File: src/camConfigPkg.sv
`default_nettype none

package camConfigPkg;

	// ----------------------------------------------------------
	// Bus timing
	// ----------------------------------------------------------

	// System clock
	localparam int unsigned ClkFreqHz = 50_000_000;

	// SCCB bit rate
	localparam int unsigned SccbFreqHz = 100_000;

	// Four quarter ticks make one SCCB bit
	localparam int unsigned QuarterDiv = ClkFreqHz / (4 * SccbFreqHz);

	// Width of the quarter tick divider
	localparam int unsigned DivWidth = $clog2(QuarterDiv);

	// ----------------------------------------------------------
	// Register table
	// ----------------------------------------------------------

	// Entries sent after reset
	localparam int unsigned TableSize = 40;

	// Enough bits to count every entry
	localparam int unsigned IndexWidth = $clog2(TableSize);

	// Sensor write address on the SCCB bus
	localparam logic [7:0] DevWriteAddr = 8'h42;

	// One table word, address in the upper byte
	typedef struct packed {
		logic [7:0] regAddr;
		logic [7:0] regData;
	} regEntryT;

	typedef logic [IndexWidth-1:0] tableIndexT;

	// ----------------------------------------------------------
	// Write frame
	// ----------------------------------------------------------

	// Three bytes of one write, first one on the bus at the top
	typedef struct packed {
		logic [7:0] devAddr;
		logic [7:0] regAddr;
		logic [7:0] regData;
	} sccbFieldsT;

	// Built by field, shifted out by byte
	typedef union packed {
		sccbFieldsT       fields;
		logic [2:0][7:0]  bytes;
	} sccbFrameT;

endpackage

`default_nettype wire

File: src/camConfigSequencer.sv
`timescale 1ns/100ps
`default_nettype none

module camConfigSequencer (
	input  logic                     iCLK,
	input  logic                     iRST_N,
	output camConfigPkg::tableIndexT entryIndex,
	input  camConfigPkg::regEntryT   entry,
	output camConfigPkg::sccbFrameT  frame,
	output logic                     go,
	input  logic                     done,
	output logic                     configDone
);

	import camConfigPkg::*;

	typedef enum logic [1:0] {
		StIssue,
		StWait,
		StAdvance,
		StFinished
	} seqStateT;

	seqStateT state;

	// Frame follows the current entry
	// index only moves together with go, so it holds for the whole write
	always_comb
	begin
		frame.fields.devAddr = DevWriteAddr;
		frame.fields.regAddr = entry.regAddr;
		frame.fields.regData = entry.regData;
	end

	// ----------------------------------------------------------
	// Table walk
	// ----------------------------------------------------------
	always_ff @(posedge iCLK or negedge iRST_N)
	begin
		if (!iRST_N)
		begin
			state      <= StIssue;
			entryIndex <= '0;
			go         <= 1'b0;
			configDone <= 1'b0;
		end
		else
		begin
			// go is a single cycle pulse
			go <= 1'b0;
			case (state)
				// First write right after reset
				StIssue:
				begin
					go    <= 1'b1;
					state <= StWait;
				end
				StWait:
				begin
					if (done)
					begin
						if (entryIndex == tableIndexT'(TableSize - 1))
						begin
							configDone <= 1'b1;
							state      <= StFinished;
						end
						else
							state <= StAdvance;
					end
				end
				// Step and send the next entry together
				StAdvance:
				begin
					entryIndex <= entryIndex + 1'b1;
					go         <= 1'b1;
					state      <= StWait;
				end
				// Stays here until the next reset
				default:
					state <= StFinished;
			endcase
		end
	end

	// No second go before the write master answers
	goWhilePending: assert property (@(posedge iCLK) disable iff (!iRST_N)
		go |=> (!go until done));

	indexInRange: assert property (@(posedge iCLK) disable iff (!iRST_N)
		entryIndex <= tableIndexT'(TableSize - 1));

endmodule

`default_nettype wire

File: src/camConfigTop.sv
`timescale 1ns/100ps
`default_nettype none

module camConfigTop (
	input  logic iCLK,
	input  logic iRST_N,
	output logic sioc,
	output logic siodOut,
	output logic siodOe,
	output logic configDone
);

	import camConfigPkg::*;

	// Table lookup
	tableIndexT entryIndex;
	regEntryT   entry;

	// Sequencer to write master
	sccbFrameT  frame;
	logic       go;
	logic       done;

	// ----------------------------------------------------------
	// Sensor settings
	// ----------------------------------------------------------
	camRegTable uRegTable (
		.entryIndex (entryIndex),
		.entry      (entry)
	);

	// One write per entry
	camConfigSequencer uSequencer (
		.iCLK       (iCLK),
		.iRST_N     (iRST_N),
		.entryIndex (entryIndex),
		.entry      (entry),
		.frame      (frame),
		.go         (go),
		.done       (done),
		.configDone (configDone)
	);

	// SCCB pins, board adds the open drain buffer
	sccbWriteMaster uWriteMaster (
		.iCLK    (iCLK),
		.iRST_N  (iRST_N),
		.frame   (frame),
		.go      (go),
		.done    (done),
		.sioc    (sioc),
		.siodOut (siodOut),
		.siodOe  (siodOe)
	);

endmodule

`default_nettype wire

File: src/camRegTable.sv
`timescale 1ns/100ps
`default_nettype none

module camRegTable (
	input  camConfigPkg::tableIndexT entryIndex,
	output camConfigPkg::regEntryT   entry
);

	// Purely combinational lookup
	// upper byte register address, lower byte value
	always_comb
	begin
		case (entryIndex)
			// ----------------------------------------------------------
			// Reset and clocking
			// ----------------------------------------------------------
			// COM7 soft reset of every register
			6'd0:  entry = 16'h1280;
			// CLKRC prescaler
			6'd1:  entry = 16'h1101;
			// Dummy lines
			6'd2:  entry = 16'h9200;
			6'd3:  entry = 16'h9300;
			// Dummy pixels
			6'd4:  entry = 16'h2a00;
			6'd5:  entry = 16'h2b00;
			// COM11 night mode and banding
			6'd6:  entry = 16'h3b0a;

			// ----------------------------------------------------------
			// Output format
			// ----------------------------------------------------------
			// TSLB byte order
			6'd7:  entry = 16'h3a00;
			// COM13 gamma and UV
			6'd8:  entry = 16'h3dc2;
			// COM15 full output range
			6'd9:  entry = 16'h40d0;
			// COM7 back to YUV
			6'd10: entry = 16'h1200;

			// ----------------------------------------------------------
			// Window
			// ----------------------------------------------------------
			// Horizontal start and stop
			6'd11: entry = 16'h1713;
			6'd12: entry = 16'h1801;
			// HREF low bits
			6'd13: entry = 16'h32b6;
			// Vertical start and stop
			6'd14: entry = 16'h1902;
			6'd15: entry = 16'h1a7a;
			// VREF low bits
			6'd16: entry = 16'h030a;

			// Scaling and downsampling
			6'd17: entry = 16'h0c00;
			6'd18: entry = 16'h3e00;
			6'd19: entry = 16'h703a;
			6'd20: entry = 16'h7135;
			6'd21: entry = 16'h7211;
			6'd22: entry = 16'h73f0;
			// Scaled PCLK delay
			6'd23: entry = 16'ha202;

			// ----------------------------------------------------------
			// Gamma curve
			// ----------------------------------------------------------
			// Slope of the last segment
			6'd24: entry = 16'h7a20;
			// GAM1 to GAM15
			6'd25: entry = 16'h7b10;
			6'd26: entry = 16'h7c1e;
			6'd27: entry = 16'h7d35;
			6'd28: entry = 16'h7e5a;
			6'd29: entry = 16'h7f69;
			6'd30: entry = 16'h8076;
			6'd31: entry = 16'h8180;
			6'd32: entry = 16'h8288;
			6'd33: entry = 16'h838f;
			6'd34: entry = 16'h8496;
			6'd35: entry = 16'h85a3;
			6'd36: entry = 16'h86af;
			6'd37: entry = 16'h87c4;
			6'd38: entry = 16'h88d7;
			6'd39: entry = 16'h89e8;
			// Past the end of the table
			default: entry = 16'hffff;
		endcase
	end

endmodule

`default_nettype wire

File: src/sccbWriteMaster.sv
`timescale 1ns/100ps
`default_nettype none

module sccbWriteMaster (
	input  logic                    iCLK,
	input  logic                    iRST_N,
	input  camConfigPkg::sccbFrameT frame,
	input  logic                    go,
	output logic                    done,
	output logic                    sioc,
	output logic                    siodOut,
	output logic                    siodOe
);

	import camConfigPkg::*;

	typedef enum logic [2:0] {
		PhIdle,
		PhStart,
		PhBits,
		PhStop,
		PhFree
	} phaseT;

	// Pin levels kept as one register
	typedef struct packed {
		logic sioc;
		logic siodOut;
		logic siodOe;
	} busPinsT;

	phaseT               phase;
	logic [1:0]          qtr;
	logic [3:0]          bitNum;
	logic [1:0]          byteIdx;
	logic [DivWidth-1:0] divCnt;
	busPinsT             pins;
	logic                tick;

	// Position after the coming tick
	phaseT               nxtPhase;
	logic [1:0]          nxtQtr;
	logic [3:0]          nxtBit;
	logic [1:0]          nxtByte;
	logic                nxtData;
	logic                nxtNinth;

	// ----------------------------------------------------------
	// Bus levels for one quarter
	// ----------------------------------------------------------
	// Quarter 0 of a bit only drops SIOC, data follows in quarter 1
	function automatic busPinsT pinLevels(
		input phaseT      ph,
		input logic [1:0] q,
		input logic       dataBit,
		input logic       ninth,
		input busPinsT    prev
	);
		busPinsT p;
		p = prev;
		case (ph)
			// SIOD falls halfway with SIOC held high
			PhStart:
			begin
				p.sioc    = 1'b1;
				p.siodOe  = 1'b1;
				p.siodOut = ~q[1];
			end
			PhBits:
			begin
				p.sioc = q[1];
				if (q == 2'd1)
				begin
					// Ninth bit is don't care, let go of the line
					p.siodOut = ninth | dataBit;
					p.siodOe  = ~ninth;
				end
			end
			// Pull SIOD low, raise SIOC, then release SIOD
			PhStop:
			begin
				p.sioc = q[1];
				if (q == 2'd1)
				begin
					p.siodOut = 1'b0;
					p.siodOe  = 1'b1;
				end
				else if (q == 2'd3)
					p.siodOut = 1'b1;
			end
			// Idle and bus free look the same
			default:
			begin
				p.sioc    = 1'b1;
				p.siodOut = 1'b1;
				p.siodOe  = 1'b0;
			end
		endcase
		return p;
	endfunction

	// Divider only counts during a write
	assign tick = (phase != PhIdle) && (divCnt == DivWidth'(QuarterDiv - 1));

	// ----------------------------------------------------------
	// Next position in the frame
	// ----------------------------------------------------------
	always_comb
	begin
		nxtPhase = phase;
		nxtQtr   = qtr + 2'd1;
		nxtBit   = bitNum;
		nxtByte  = byteIdx;
		if (qtr == 2'd3)
		begin
			case (phase)
				PhStart:
				begin
					nxtPhase = PhBits;
					nxtBit   = 4'd0;
					nxtByte  = 2'd2;
				end
				PhBits:
				begin
					if (bitNum == 4'd8)
					begin
						nxtBit = 4'd0;
						// Last byte done, go to stop
						if (byteIdx == 2'd0)
							nxtPhase = PhStop;
						else
							nxtByte = byteIdx - 2'd1;
					end
					else
						nxtBit = bitNum + 4'd1;
				end
				PhStop:
					nxtPhase = PhFree;
				PhFree:
					nxtPhase = PhIdle;
				default:
					nxtPhase = PhIdle;
			endcase
		end
	end

	// MSB first through the byte view
	assign nxtData  = frame.bytes[nxtByte][~nxtBit[2:0]];
	assign nxtNinth = (nxtBit == 4'd8);

	// ----------------------------------------------------------
	// Sequencing and pins
	// ----------------------------------------------------------
	always_ff @(posedge iCLK or negedge iRST_N)
	begin
		if (!iRST_N)
		begin
			phase   <= PhIdle;
			qtr     <= 2'd0;
			bitNum  <= 4'd0;
			byteIdx <= 2'd0;
			divCnt  <= '0;
			pins    <= '{sioc: 1'b1, siodOut: 1'b1, siodOe: 1'b0};
			done    <= 1'b0;
		end
		else
		begin
			done <= 1'b0;
			if (go && phase == PhIdle)
			begin
				// Ticks aligned to go
				phase  <= PhStart;
				qtr    <= 2'd0;
				divCnt <= '0;
				pins   <= pinLevels(PhStart, 2'd0, 1'b1, 1'b0, pins);
			end
			else if (tick)
			begin
				divCnt  <= '0;
				phase   <= nxtPhase;
				qtr     <= nxtQtr;
				bitNum  <= nxtBit;
				byteIdx <= nxtByte;
				pins    <= pinLevels(nxtPhase, nxtQtr, nxtData, nxtNinth, pins);
				// End of the bus free period
				if (phase == PhFree && qtr == 2'd3)
					done <= 1'b1;
			end
			else if (phase != PhIdle)
				divCnt <= divCnt + 1'b1;
		end
	end

	assign sioc    = pins.sioc;
	assign siodOut = pins.siodOut;
	assign siodOe  = pins.siodOe;

	goOnlyIdle: assert property (@(posedge iCLK) disable iff (!iRST_N)
		go |-> phase == PhIdle);

	// Data moves under a high clock only for start and stop
	siodStableHigh: assert property (@(posedge iCLK) disable iff (!iRST_N)
		(sioc && $past(sioc) && $changed(siodOut))
			|-> (phase == PhStart || phase == PhStop));

endmodule

`default_nettype wire

File: config.mk
export PLATFORM = sky130hd
export DESIGN_NAME = camConfigTop
export DESIGN_NICKNAME = d
export VERILOG_FILES = /design/src/camConfigPkg.sv /design/src/camConfigSequencer.sv /design/src/camConfigTop.sv /design/src/camRegTable.sv /design/src/sccbWriteMaster.sv
export SDC_FILE = /design/constraint.sdc
export NUM_CORES = 1
export LEC_CHECK = 0
export BUFFER_PORTS_ARGS = -buffer_cell sky130_fd_sc_hd__buf_2
export CAP_MARGIN = 20
export CORE_MARGIN = 2
export CORE_UTILIZATION = 25
export DETAILED_ROUTE_END_ITERATION = 6
export SETUP_SLACK_MARGIN = 0.4
export SKIP_LAST_GASP = 1
export SYNTH_ARGS = -nofsm -noshare
export SYNTH_HDL_FRONTEND = slang
export SYNTH_SLANG_ARGS = --single-unit
File: constraint.sdc
create_clock -name iCLK -period 2.85 [get_ports iCLK]
set_input_delay 0.1425 -clock iCLK [delete_from_list [all_inputs] [get_ports iCLK]]
set_output_delay 0.1425 -clock iCLK [all_outputs]
set_load 0.05 [all_outputs]
Word-level counts from Yosys, hierarchy flattened
Memory sizes are Yosys's and may differ from the RTL's.
Index checks and enable logic that the tools add are counted.
{"block": "totals", "memories": 1, "register_bits": 32, "rom_bits": 1024, "output_inout_bits": 4, "elab_cells": 96}
{"block": "op_classes", "eq_ne": 20, "n_addsub": 5, "mux": 36, "n_reduce_logical": 14, "n_lt_le_gt_ge": 2, "bitwise": 5}
{"name": "(no name shown)", "words": 64, "word_bits": 16, "read_ports": 1, "rd_ports_with_merged_regs": 0, "wr": 0, "line_no": "camRegTable.sv:13", "source": "case (entryIndex)"}
{"operator": "3-bit two-way mux", "count": 7}
{"operator": "7-bit two-way mux", "count": 3}
{"operator": "3-bit one-hot mux with 3 select lines", "count": 2}
{"operator": "8-bit binary-select mux with 2-bit select", "count": 1}
{"operator": "2-bit two-way mux", "count": 7}
{"operator": "3-bit by 2-bit == test with 1-bit output, second input constant", "count": 4}
{"operator": "1-bit two-way mux", "count": 9}
{"operator": "3-bit AND reduction", "count": 3}
{"operator": "4-bit == test, second input constant", "count": 2}
{"operator": "4-bit two-way mux", "count": 2}
{"operator": "8-bit two-way mux", "count": 1}
{"operator": "2-bit one-hot mux with 2 select lines", "count": 2}
{"operator": "4-bit one-hot mux with 2 select lines", "count": 1}
{"operator": "7-bit by 1-bit adder with 7-bit output, second input constant", "count": 1}
{"operator": "7-bit == test, second input constant", "count": 1}
{"operator": "6-bit by 1-bit adder with 6-bit output, second input constant", "count": 1}
{"operator": "2-bit == test, second input constant", "count": 3}
{"operator": "3-bit by 1-bit == test with 1-bit output, second input constant", "count": 2}
{"operator": "6-bit == test, second input constant", "count": 1}
{"operator": "3-bit by 1-bit inequality test with 1-bit output, second input constant", "count": 2}
{"operator": "3-bit nonzero test", "count": 2}
{"operator": "4-bit by 1-bit adder with 4-bit output, second input constant", "count": 1}
{"operator": "2-bit by 1-bit == test with 1-bit output, second input constant", "count": 2}
{"operator": "2-bit zero test", "count": 2}
{"operator": "16 further kinds", "count": 20}

Depth between registers and ports, before layout
Gate-level depths: netlist of run 1.
{"block": "logic_depth", "ltp_word": 14, "mapped_depth": 11}

By module
A second synthesis of run 1 with hierarchy kept.
{"block": "unflattened", "hier_cells": 414, "area_unflattened_um2": 3308.2}
{"module": "sccbWriteMaster", "cells_per_inst": 196, "instances": 1, "area_each_um2": 1671.6}
{"module": "camRegTable", "cells_per_inst": 160, "instances": 1, "area_each_um2": 1048.5}
{"module": "camConfigSequencer", "cells_per_inst": 58, "instances": 1, "area_each_um2": 588.1}

Worst setup path before layout of run 1
No wires, ideal clock.
{"block": "synth_path", "path_kind": "register to register", "start": "reg uSequencer.entryIndex[2]", "end": "reg uWriteMaster.pins (netlist bit uWriteMaster.siodOut)", "setup_slack_ns": 0.137, "period_less_slack_ns": 2.713, "setup_time_ns": 0.086, "required_ns": 2.764, "arrival_ns": 2.627, "path_stages_with_launch": 12, "path_cell_list": "dfrtp_1 -> buf_2 -> inv_1 -> clkbuf_1 -> ha_1 -> a21o_1 -> a221oi_1 -> a31oi_1 -> or3_1 -> a311o_1 -> a221oi_1 -> a21oi_1"}
{"block": "synth_via", "elab_chain_cells": 10}
{"element": "start: declaration", "line_no": "camConfigSequencer.sv:7", "source": "output camConfigPkg::tableIndexT entryIndex,"}
{"element": "start signal: assignment", "line_no": "camConfigSequencer.sv:74", "source": "entryIndex <= entryIndex + 1'b1;"}
{"element": "memory read 64 x 16 bit"}
{"element": "8-bit binary-select mux with 2-bit select", "line_no": "sccbWriteMaster.sv:148", "source": "assign nxtData = frame.bytes[nxtByte][~nxtBit[2:0]];"}
{"element": "8-bit two-way mux (implied by the code)", "line_no": "sccbWriteMaster.sv:148"}
{"element": "1-bit binary-select mux with 3-bit select", "line_no": "sccbWriteMaster.sv:148"}
{"element": "1-bit two-way mux (implied by the code)", "line_no": "sccbWriteMaster.sv:148"}
{"element": "1-bit bitwise OR", "line_no": "sccbWriteMaster.sv:75", "source": "p.siodOut = ninth | dataBit;"}
{"element": "2-bit two-way mux", "line_no": "sccbWriteMaster.sv:72", "source": "if (q == 2'd1)"}
{"element": "3-bit one-hot mux with 3 select lines", "line_no": "sccbWriteMaster.sv:61", "source": "case (ph)"}
{"element": "3-bit two-way mux", "line_no": "sccbWriteMaster.sv:177", "source": "else if (tick)"}
{"element": "3-bit two-way mux", "line_no": "sccbWriteMaster.sv:169", "source": "if (go && phase == PhIdle)"}
{"element": "end signal: assignment", "line_no": "sccbWriteMaster.sv:163", "source": "pins <= '{sioc: 1'b1, siodOut: 1'b1, siodOe: 1'b0};"}
{"element": "end signal: assignment", "line_no": "sccbWriteMaster.sv:175", "source": "pins <= pinLevels(PhStart, 2'd0, 1'b1, 1'b0, pins);"}
{"element": "end signal: assignment", "line_no": "sccbWriteMaster.sv:184", "source": "pins <= pinLevels(nxtPhase, nxtQtr, nxtData, nxtNinth, pins);"}
{"element": "end: declaration", "line_no": "sccbWriteMaster.sv:37", "source": "busPinsT pins;"}
Every way passes these cells. The select of a mux whose other input is x is not followed.
A chain may end at the register's enable or synchronous reset.

Worst setup path in the final report of run 1
{"block": "layout_path", "start": "reg uSequencer.entryIndex[0]", "end": "reg uWriteMaster.pins (netlist bit uWriteMaster.siodOut)"}
Same word-level chain as after synthesis.

==> run metrics, run 1 <==
status=finished clean; switching share of total power=19.1%; clock latency on the worst-skew pair=280 ps; Mapped Area=0.00300 mm^2; Final ANT Viol Nets=0; Final #Nets=419; Die Y=114 um; dpl cell area=0.00327 mm^2; Reg clk slew, reported paths=60 ps; Unique masters post-synth=67; async set-or-reset flop fraction in the synthesized netlist=100%; RSZ-0062 raised after global routing=no; Int Pwr=0.000916 W; clk sinks=32; vias in the first global route=2776; Critical Path Sink Type=flip-flop; GRT Util Overall=roughly 14%; final wirelength=8910 um; Ports=6; reported max-cap violation count=0; Hold Path Class=reg -> reg; TNS Setup=0 ps; CTS Buf Count=5; TritonCTS clock tree=built; CP peak stage delay=410 ps; final instance area=about 0.0037 mm^2; grt total ovfl=0; Worst Path Arrival=2610 ps; # setup viols final=0; WP data required=3050 ps; GPL Wtd Cong=0.931; power density over cell area=310 mW/mm^2; Via density=5.49; Hold Crit Depth=1; syn_area_per_cell=7.96 um^2; Slowest cell on crit path=dfrtp_2; Synth Area in XOR/XNOR=2.63%; final-report hold violation count=0; post-synthesis mux area share=between 3 and 4%; vias=approximately 3000; commonest non-fill, non-tap cell in the layout=nand2_1; Pwr Total=0.00113 W; r2r worst-path depth=9; number of synthesis warnings=0; layout cell share with drive strength beyond 1=22.3%; Initial Utilization=25.3%; Port Buf Inserts=5; first-pass GRT wire length=14500 um; most frequent cells in the layout=nand2_1, o21ai_0, a21oi_1; main combinational cell family by area after synthesis=compound AO/OA/AOI/OAI gates; n_diodes=0; LEAKAGE=roughly 1.5 nW; Max Clk Rate=0.415 GHz; CTS H-Tree Depth=2; number of synthesized flops with an enable pin=0; Clock power frac=59.0%; Tmin final=2410 ps; sequential power share=40.1%; wire per inst=16.4 um; post-synthesis simple-gate area fraction=roughly 22%; Crit Path Class=reg -> reg; Top FF cell, synth=dfrtp_1; core footprint=0.0119 mm^2; Syn Inst Count=377; Synth Area in Compound Gates=29.3%; critical path fanouts, max=10; Gate power share=0.9%; register area share after synthesis=26.8%; Die ar.=0.0129 mm^2; crit share post-route=84.5%; synth-to-layout area growth=21.9%; peak supply drop=205 uV; Root Buffer=clkbuf_16; std cell rows=40; post-detail-place hpwl=6300 um; Startpoint Class=flip-flop; crit-path cells=buf_6, ha_4, a21o_1, a221oi_2, a31oi_1, or3_1, a311o_1, a221oi_2, a21oi_1; initial antenna violation count=0; post-synth net total=402; worst-margin pin slew=751 ps; Psw=0.000217 W; max-slew violation count=0; CTS Buffer Depth=2; Pre-antenna DRT Iters=5; adder-cell share of the synthesized area=9.59%; largest net degree at the start of global routing=33; WHS=454 ps; drt drc=0; drt first-iter violations=201; FF+latch count, synth=32; DIE WIDTH=114 um; skew final=3.55 ps; max_slew headroom=49.9%; most used cell, CP=a221oi_2
==> routing by layer <==
layer	vias to the layer above	GRT usage [%]	share of wire, %
met5	-	0	0
met4	0	5.12	2.0
met3	17	3.19	5.6
met2	98	22.2	47
met1	1446	18.7	45
li1	1412	-	-
==> through the flow <==
stage / setup slack [ps] / cells / util [%]
global route: 398 / 542 / 30.8
CTS: 412 / 536 / 29.6
floorplan: 419 / 377 / -
detailed placement: 314 / 525 / 27.5
global placement: 367 / 525 / 27.5
finish: 442 / 542 / 30.8
==> logic make-up after synthesis <==
family                     Yosys count
AOI/OAI and AO/OA                  132
and+or+nand+nor                    127
buffers and inverters               46
DFF                                 32
adders and majority gates           23
xor gates and xnor gates             9
muxes                                8
==> what timing repair did <==
| action | CTS | global route |
|---|---|---|
| hold buffers | 1 | 0 |
| endpoints found under the hold margin | 30 | 0 |
| pin swaps | 1 | 6 |
| setup buffers | 2 | 6 |
| endpoints found under the setup margin | 1 | 2 |
| gates resized for setup | 8 | 25 |
| cloned | 0 | 0 |
==> critical path, delay by kind of cell, from the launching register on <==
kind                       cells  cell delay (ps)
AOI/OAI and AO/OA              6             1270
and+or+nand+nor                1              320
buffers and inverters          1              150
DFF                            1              410
adders and majority gates      1              180
==> power by group through the flow <==
stage	clock (W)	combinational (W)	sequential, W
2_1_floorplan	0	0.000000000865	0.000463
3_3_place_gp	0	0.0000108	0.000463
3_5_place_dp	0	0.0000111	0.000463
4_1_cts	0.000682	0.0000121	0.000455
5_1_grt	0.000705	0.0000132	0.000454
6_report	0.000668	0.0000105	0.000455
==> final cells by class <==
class / instances / area, um^2
Fill cell: 1205 / 8200
Inverter: 21 / 78.8
Timing Repair Buffer: 35 / 269
Multi-Input combinational cell: 299 / 2130
Clock buffer: 7 / 153
Sequential cell: 32 / 813
Clock inverter: 1 / 30.0
Tap cell: 147 / 184
==> state kept, by name, summed over array words and instances, names as in the netlist <==
signal and count:
uSequencer.configDone 1, uSequencer.entryIndex 6, uSequencer.go 1, uSequencer.state 2, uWriteMaster.bitNum 4, uWriteMaster.byteIdx 2, uWriteMaster.divCnt 7, uWriteMaster.done 1
uWriteMaster.phase 3, uWriteMaster.qtr 2, uWriteMaster.sioc 1, uWriteMaster.siodOe 1, uWriteMaster.siodOut 1
==> Yosys cell counts (3+ instances only) <==
| library cell | count | share of area, % |
|---|---|---|
| buf_1 | 4 | 0.50 |
| nor3_1 | 6 | 1.0 |
| o21a_1 | 5 | 1.3 |
| inv_1 | 21 | 2.6 |
| a21oi_1 | 29 | 4.8 |
| mux2_2 | 3 | 1.1 |
| nor2_1 | 26 | 3.3 |
| clkbuf_1 | 12 | 1.5 |
| xnor2_1 | 7 | 2.0 |
| a221oi_1 | 3 | 0.88 |
| o211ai_1 | 7 | 1.8 |
| ha_1 | 23 | 9.6 |
| o31ai_1 | 4 | 1.0 |
| o21ai_0 | 35 | 5.8 |
| nand3_1 | 9 | 1.5 |
| a31oi_1 | 6 | 1.3 |
| nand4_1 | 4 | 0.83 |
| nand2_1 | 37 | 4.6 |
| or3_1 | 3 | 0.63 |
| dfrtp_1 | 30 | 25 |
| a2bb2oi_1 | 3 | 0.88 |
| nor2b_1 | 14 | 2.9 |
| a211oi_1 | 3 | 0.75 |
| o311ai_0 | 4 | 1.2 |
| buf_2 | 9 | 1.5 |
| nand2b_1 | 7 | 1.5 |
| mux2i_1 | 4 | 1.3 |
| a32oi_1 | 4 | 1.2 |
==> final timing paths <==
| path | start | to | slack (ps) |
|---|---|---|---|
| max | uSequencer.entryIndex[0] | uWriteMaster.siodOut | 440 |
| min | uSequencer.state[0] | uSequencer.go | 450 |
| max reg2reg | uSequencer.entryIndex[0] | uWriteMaster.siodOut | 440 |
| min reg2reg | uSequencer.state[0] | uSequencer.go | 450 |
| max in group asynchronous | iRST_N | uWriteMaster.bitNum[1] | 1850 |
| min in group asynchronous | iRST_N | uWriteMaster.divCnt[2] | 470 |
Power figures use the tool's default switching activity.
==> run 2, diff against run 1 <==
==> constraint.sdc (replaced) <==
create_clock -name iCLK -period 2.3 [get_ports iCLK]
set_input_delay 0.115 -clock iCLK [delete_from_list [all_inputs] [get_ports iCLK]]
set_output_delay 0.115 -clock iCLK [all_outputs]
set_load 0.05 [all_outputs]
==> run 2 against run 1 <==
Effect of this change: hold slack got worse by 18 ps; non-clock buffer count rose by 32; fmax rose by 5.5%; via count barely moved; critical path type unchanged; clock power fell by 2%; setup slack got worse by 420 ps; core utilization rose by 2.5 points; critical path depth did not move; sequential share of layout area fell by 1.8 points; first-iteration DRC count fell by 7.5%; register-to-register slack got worse by 420 ps.
==> run metrics, run 2 (synthesis results as in run 1) <==
worst-margin pin slew=738 ps (was 751 ps); Initial Utilization=25.3% (unchanged); Pwr Total=0.00123 W (was 0.00113 W); Hold Path Class=in -> async (was reg -> reg); Ports=6 (unchanged); core footprint=0.0119 mm^2 (unchanged); CP peak stage delay=430 ps (was 410 ps); DIE WIDTH=114 um (unchanged); max_slew headroom=50.8% (was 49.9%); DP Cell Count=559 (was 525); crit-path cells=buf_6, ha_2, a21o_1, a221oi_2, a31oi_1, or3_1, a311o_1, a221oi_2, a21oi_1 (was buf_6, ha_4, a21o_1, a221oi_2, a31oi_1, or3_1, a311o_1, a221oi_2, a21oi_1); layout cell share with drive strength beyond 1=29.0% (was 22.3%); power density over cell area=312 mW/mm^2 (was 310 mW/mm^2); status=finished clean (unchanged); WHS=435 ps (was 454 ps); peak supply drop=244 uV (was 205 uV); TritonCTS clock tree=built (unchanged); clock latency on the worst-skew pair=280 ps (about the same); grt total ovfl=0 (unchanged); Int Pwr=0.000991 W (was 0.000916 W); GRT Util Overall=14.1% (was 14.0%); Port Buf Inserts=5 (unchanged); Reg clk slew, reported paths=50 ps (was 60 ps); CTS H-Tree Depth=2 (unchanged); final instance area=0.00395 mm^2 (was 0.00366 mm^2); n_diodes=0 (unchanged); post-detail-place hpwl=6610 um (was 6300 um); wire per inst=15.1 um (was 16.4 um); synth-to-layout area growth=31.7% (was 21.9%); sequential power share=45.7% (was 40.1%); Largest regs=uWriteMaster.divCnt (7), uSequencer.entryIndex (6), uWriteMaster.bitNum (4) (unchanged); max reg flops=7 (unchanged); final-report hold violation count=0 (unchanged); clk sinks=32 (unchanged); critical path fanouts, max=6 (was 10); drt first-iter violations=186 (was 201); commonest non-fill, non-tap cell in the layout=buf_4 (was nand2_1); initial antenna violation count=0 (unchanged); Startpoint Class=flip-flop (unchanged); vias=2971 (was 2973); RSZ-0062 raised after global routing=yes (was no); switching share of total power=19.6% (was 19.1%); most frequent cells in the layout=buf_4, nand2_1, o21ai_0 (was nand2_1, o21ai_0, a21oi_1); CTS Buffer Depth=2 (unchanged); skew final=4.49 ps (was 3.55 ps); CTS Buf Count=5 (unchanged); final wirelength=8690 um (was 8910 um); post-route core utilization=33.3% (was 30.8%); Final ANT Viol Nets=0 (unchanged); Tmin final=2280 ps (was 2410 ps); vias in the first global route=2919 (was 2776); fin cells=574 (was 542); Critical Path Sink Type=flip-flop (unchanged); Clock power frac=53.2% (was 59.0%); LEAKAGE=1.63 nW (was 1.45 nW); std cell rows=40 (unchanged); Pre-antenna DRT Iters=4 (was 5); Die Y=114 um (unchanged); Largest Register=uWriteMaster.divCnt (unchanged); max-slew violation count=0 (unchanged); WP data required=2500 ps (was 3050 ps); first-pass GRT wire length=14700 um (was 14500 um); Via density=5.18 (was 5.49); Gate power share=1.0% (was 0.9%); Top delay family on crit path=compound AO/OA/AOI/OAI gates (unchanged); largest net degree at the start of global routing=39 (was 33); Crit Path Class=reg -> reg (unchanged); Final #Nets=451 (was 419); Worst Path Arrival=2480 ps (was 2610 ps); drt drc=0 (unchanged); Root Buffer=clkbuf_16 (unchanged); dpl cell area=0.00359 mm^2 (was 0.00327 mm^2); # setup viols final=0 (unchanged); reported max-cap violation count=0 (unchanged); buffers and inverters on the worst path=1 (unchanged); crit share post-route=99.2% (was 84.5%); GPL Wtd Cong=0.954 (was 0.931); Psw=0.000242 W (was 0.000217 W); most used cell, CP=a221oi_2 (unchanged); Slowest cell on crit path=dfrtp_2 (unchanged); Max Clk Rate=0.438 GHz (was 0.415 GHz); Die ar.=0.0129 mm^2 (unchanged)
## run 2: through the flow
stage / setup slack, ps / setup TNS, ps
final: 17.7 / 0
after global routing: -145 / -145
after CTS: 19.0 / 0
after detailed placement: -85.3 / -85.3
after global placement: -49.6 / -49.6
after floorplan: 51.3 / 0
## run 2: cell type report
| class | instances | area (um^2) |
|---|---|---|
| fillers | 1210 | 7910 |
| multi-input cells | 299 | 2210 |
| flip-flops and latches | 32 | 808 |
| repair buffers | 67 | 520 |
| well taps | 147 | 184 |
| clock buffers | 6 | 139 |
| inverters | 21 | 81.3 |
| clock inverters | 2 | 10.0 |
## run 2: path summary, 6_finish.rpt
path                                          start                        to  slack [ps]  cells after the start
max                        uSequencer.entryIndex[0]      uWriteMaster.siodOut          20                      9
min                                          iRST_N    uWriteMaster.bitNum[3]         440                      2
max reg2reg                uSequencer.entryIndex[0]      uWriteMaster.siodOut          20                      9
min reg2reg                     uSequencer.state[0]             uSequencer.go         460                      1
max in group asynchronous                    iRST_N  uSequencer.entryIndex[0]        1350                      2
min in group iCLK               uSequencer.state[0]             uSequencer.go         460                      1
## run 2: power by group through the flow
stage,registers [W],clock network (W),logic [W]
floorplan,0.000573,0,0.000000000868
global placement,0.000573,0,0.0000124
detailed placement,0.000573,0,0.0000124
CTS,0.000564,0.000679,0.0000137
global route,0.000563,0.000704,0.0000154
finish,0.000564,0.000656,0.0000127
## run 2: layer usage
metal  part of all wire (%)  GRT usage, %
met1                     47          19.0
met2                     47          22.9
met3                    4.3          3.19
met4                    1.9          3.66
met5                      0             0
## run 2: what timing repair did
item / 4_1_cts / 5_1_grt
pin swaps: 4 / 13
gates resized for setup: 7 / 28
setup buffers: 3 / 3
endpoints found under the hold margin: 30 / 0
endpoints found under the setup margin: 2 / 8
hold buffers: 1 / 0
==> run 3, diff against run 2 <==
--- a/config.mk
+++ b/config.mk
@@ -5,11 +5,12 @@
 export SDC_FILE = /design/constraint.sdc
 export NUM_CORES = 1
 export LEC_CHECK = 0
-export BUFFER_PORTS_ARGS = -buffer_cell sky130_fd_sc_hd__buf_2
 export CAP_MARGIN = 20
 export CORE_MARGIN = 2
 export CORE_UTILIZATION = 25
+export CTS_CLUSTER_DIAMETER = 100
 export DETAILED_ROUTE_END_ITERATION = 6
+export DONT_BUFFER_PORTS = 1
 export SETUP_SLACK_MARGIN = 0.4
 export SKIP_LAST_GASP = 1
 export SYNTH_ARGS = -nofsm -noshare
==> constraint.sdc (replaced) <==
create_clock -name iCLK -period 2.25 [get_ports iCLK]
set_input_delay 0.1125 -clock iCLK [delete_from_list [all_inputs] [get_ports iCLK]]
set_output_delay 0.1125 -clock iCLK [all_outputs]
set_load 0.05 [all_outputs]
==> run 3 against run 2 <==
Effect of this change: count of clock-buffer cells in the layout unchanged; cell area up 5.2%; fmax down 1.4%; clock power up 3.2%; critical path depth up 1; final cell count up 2.1%; sequential power up 2%; the run now ends with setup timing left; sequential cell count unchanged; via count up 6.1%.
==> run metrics, run 3 (synthesis results as in run 1) <==
Clock power frac=53.3% (was 53.2%); # setup viols final=1 (was 0); Psw=0.000254 W (was 0.000242 W); Top delay family on crit path=compound AO/OA/AOI/OAI gates (unchanged); post-detail-place hpwl=6980 um (was 6610 um); max_slew headroom=63.5% (was 50.8%); LEAKAGE=1.73 nW (was 1.63 nW); std cell rows=40 (unchanged); DIE WIDTH=114 um (unchanged); initial antenna violation count=0 (unchanged); switching share of total power=20.0% (was 19.6%); critical path depth in cells=10 (was 9); Tmin final=2320 ps (was 2280 ps); GRT Util Overall=15.0% (was 14.1%); filler cell count=1213 (was 1210); TritonCTS clock tree=built (unchanged); Root Buffer=clkbuf_16 (unchanged); wire per inst=16.5 um (was 15.1 um); multi-input logic area=0.00227 mm^2 (was 0.00221 mm^2); Die ar.=0.0129 mm^2 (unchanged); max-slew violation count=0 (unchanged); final instance area=0.00416 mm^2 (was 0.00395 mm^2); Slowest cell on crit path=dfrtp_2 (unchanged); DP Cell Count=565 (was 559); Largest regs=uWriteMaster.divCnt (7), uSequencer.entryIndex (6), uWriteMaster.bitNum (4) (unchanged); final worst slack=-65.3 ps (was 17.7 ps); CTS Buffer Depth=2 (unchanged); worst-margin pin slew=548 ps (was 738 ps); synth-to-layout area growth=38.6% (was 31.7%); RSZ-0062 raised after global routing=yes (unchanged); crit share post-route=103% (was 99.2%); r2r worst-path depth=10 (was 9); n_diodes=0 (unchanged); skew final=8.56 ps (was 4.49 ps); crit-path cells=buf_4, ha_2, nor2b_1, o21ai_0, a21oi_1, o32ai_1, a211oi_1, buf_4, a221oi_2, a21oi_1 (was buf_6, ha_2, a21o_1, a221oi_2, a31oi_1, or3_1, a311o_1, a221oi_2, a21oi_1); Sequential Area=811 um^2 (was 808 um^2); Int Pwr=0.00102 W (was 0.000991 W); Max Clk Rate=0.432 GHz (was 0.438 GHz); Worst Path Arrival=2510 ps (was 2480 ps); Gate power share=1.3% (was 1.0%); Largest Register=uWriteMaster.divCnt (unchanged); final-report hold violation count=0 (unchanged); most frequent cells in the layout=buf_4, nand2_1, o21ai_0 (unchanged); Die Y=114 um (unchanged); TNS Setup=-65.3 ps (was 0 ps); dpl cell area=0.00367 mm^2 (was 0.00359 mm^2); WP data required=2440 ps (was 2500 ps); power density over cell area=305 mW/mm^2 (was 312 mW/mm^2); Final ANT Viol Nets=0 (unchanged); Pwr Total=0.00127 W (was 0.00123 W); Pre-antenna DRT Iters=5 (was 4); largest net degree at the start of global routing=45 (was 39); sequential power share=45.4% (was 45.7%); CP peak stage delay=430 ps (about the same); drt drc=0 (unchanged); grt total ovfl=0 (unchanged); layout cell share with drive strength beyond 1=34.2% (was 29.0%); failing checks=setup timing; r2r setup slk=-70 ps (was 20 ps); Hold Path Class=in -> async (unchanged); vias=3151 (was 2971); buffers and inverters on the worst path=2 (was 1); CTS H-Tree Depth=2 (unchanged); Startpoint Class=flip-flop (unchanged); first-pass GRT wire length=15500 um (was 14700 um); final wirelength=9650 um (was 8690 um); vias in the first global route=3008 (was 2919); peak supply drop=249 uV (was 244 uV); Ports=6 (unchanged); core footprint=0.0119 mm^2 (unchanged); Critical Path Sink Type=flip-flop (unchanged); Port Buf Inserts=0 (was 5); fin cells=586 (was 574); Reg clk slew, reported paths=50 ps (about the same); status=finished with violations (was finished clean); Final #Nets=463 (was 451); Initial Utilization=25.3% (unchanged); clock latency on the worst-skew pair=280 ps (about the same); clk sinks=32 (unchanged); CTS Buf Count=5 (unchanged); Crit Path Class=reg -> reg (unchanged); commonest non-fill, non-tap cell in the layout=buf_4 (unchanged); critical path fanouts, max=5 (was 6); Via density=5.38 (was 5.18); reported max-cap violation count=0 (unchanged); GPL Wtd Cong=0.917 (was 0.954); max reg flops=7 (unchanged); drt first-iter violations=243 (was 186); WHS=288 ps (was 435 ps)
[run 3: worst reg2reg max path, stage by stage (launching register included)]
cell,delay [ps]
dfrtp_2,430
buf_4,150
ha_2,200
nor2b_1,160
o21ai_0,290
a21oi_1,130
o32ai_1,270
a211oi_1,120
buf_4,150
a221oi_2,230
a21oi_1,100
[run 3: power groups by stage]
stage          Clock, W  Combinational [W]  Sequential (W)
2_1_floorplan         0     0.000000000868        0.000586
3_5_place_dp          0      0.00000000113        0.000586
3_3_place_gp          0      0.00000000113        0.000586
4_1_cts        0.000694          0.0000179        0.000576
6_report       0.000677          0.0000169        0.000576
5_1_grt        0.000722          0.0000197        0.000576
[run 3: area by class of cell]
cell class / instances / share of cell area (%)
multi-input combinational: 299 / 54.6
sequential: 32 / 19.5
timing repair buffer: 79 / 16.0
tap: 147 / 4.42
clock buffer: 6 / 3.34
inverter: 21 / 1.96
clock inverter: 2 / 0.241
[run 3: path summary, 6_finish.rpt]
check	start	to
min in group iCLK	uSequencer.state[0]	uSequencer.go
hold reg to reg	uSequencer.state[0]	uSequencer.go
hold / removal	iRST_N	uWriteMaster.divCnt[6]
max in group asynchronous	iRST_N	uWriteMaster.siodOut
setup / recovery	uSequencer.entryIndex[1]	uWriteMaster.siodOut
setup reg to reg	uSequencer.entryIndex[1]	uWriteMaster.siodOut
[run 3: per-stage QoR]
| step | worst slack [ps] | util (%) |
|---|---|---|
| 3_3_place_gp | -82.3 | 30.9 |
| 4_1_cts | 10.5 | 34.1 |
| 6_report | -65.3 | 35.1 |
| 2_1_floorplan | 1.33 | - |
| 5_1_grt | -157 | 35.1 |
| 3_5_place_dp | -92.8 | 30.9 |
[run 3: metal layers]
metal  GRT usage (%)  wire [um]
met5               0          0
met4            3.50        202
met3            3.03        454
met2            25.3       4590
met1            19.7       4410
[run 3: timing repair]
action | in CTS | in global routing
gates cloned | 0 | 0
endpoints found under the hold margin | 32 | 0
hold buffers | 2 | 0
resized for setup | 34 | 23
endpoints found under the setup margin | 2 | 10
pin swaps | 18 | 14
setup buffers | 7 | 4
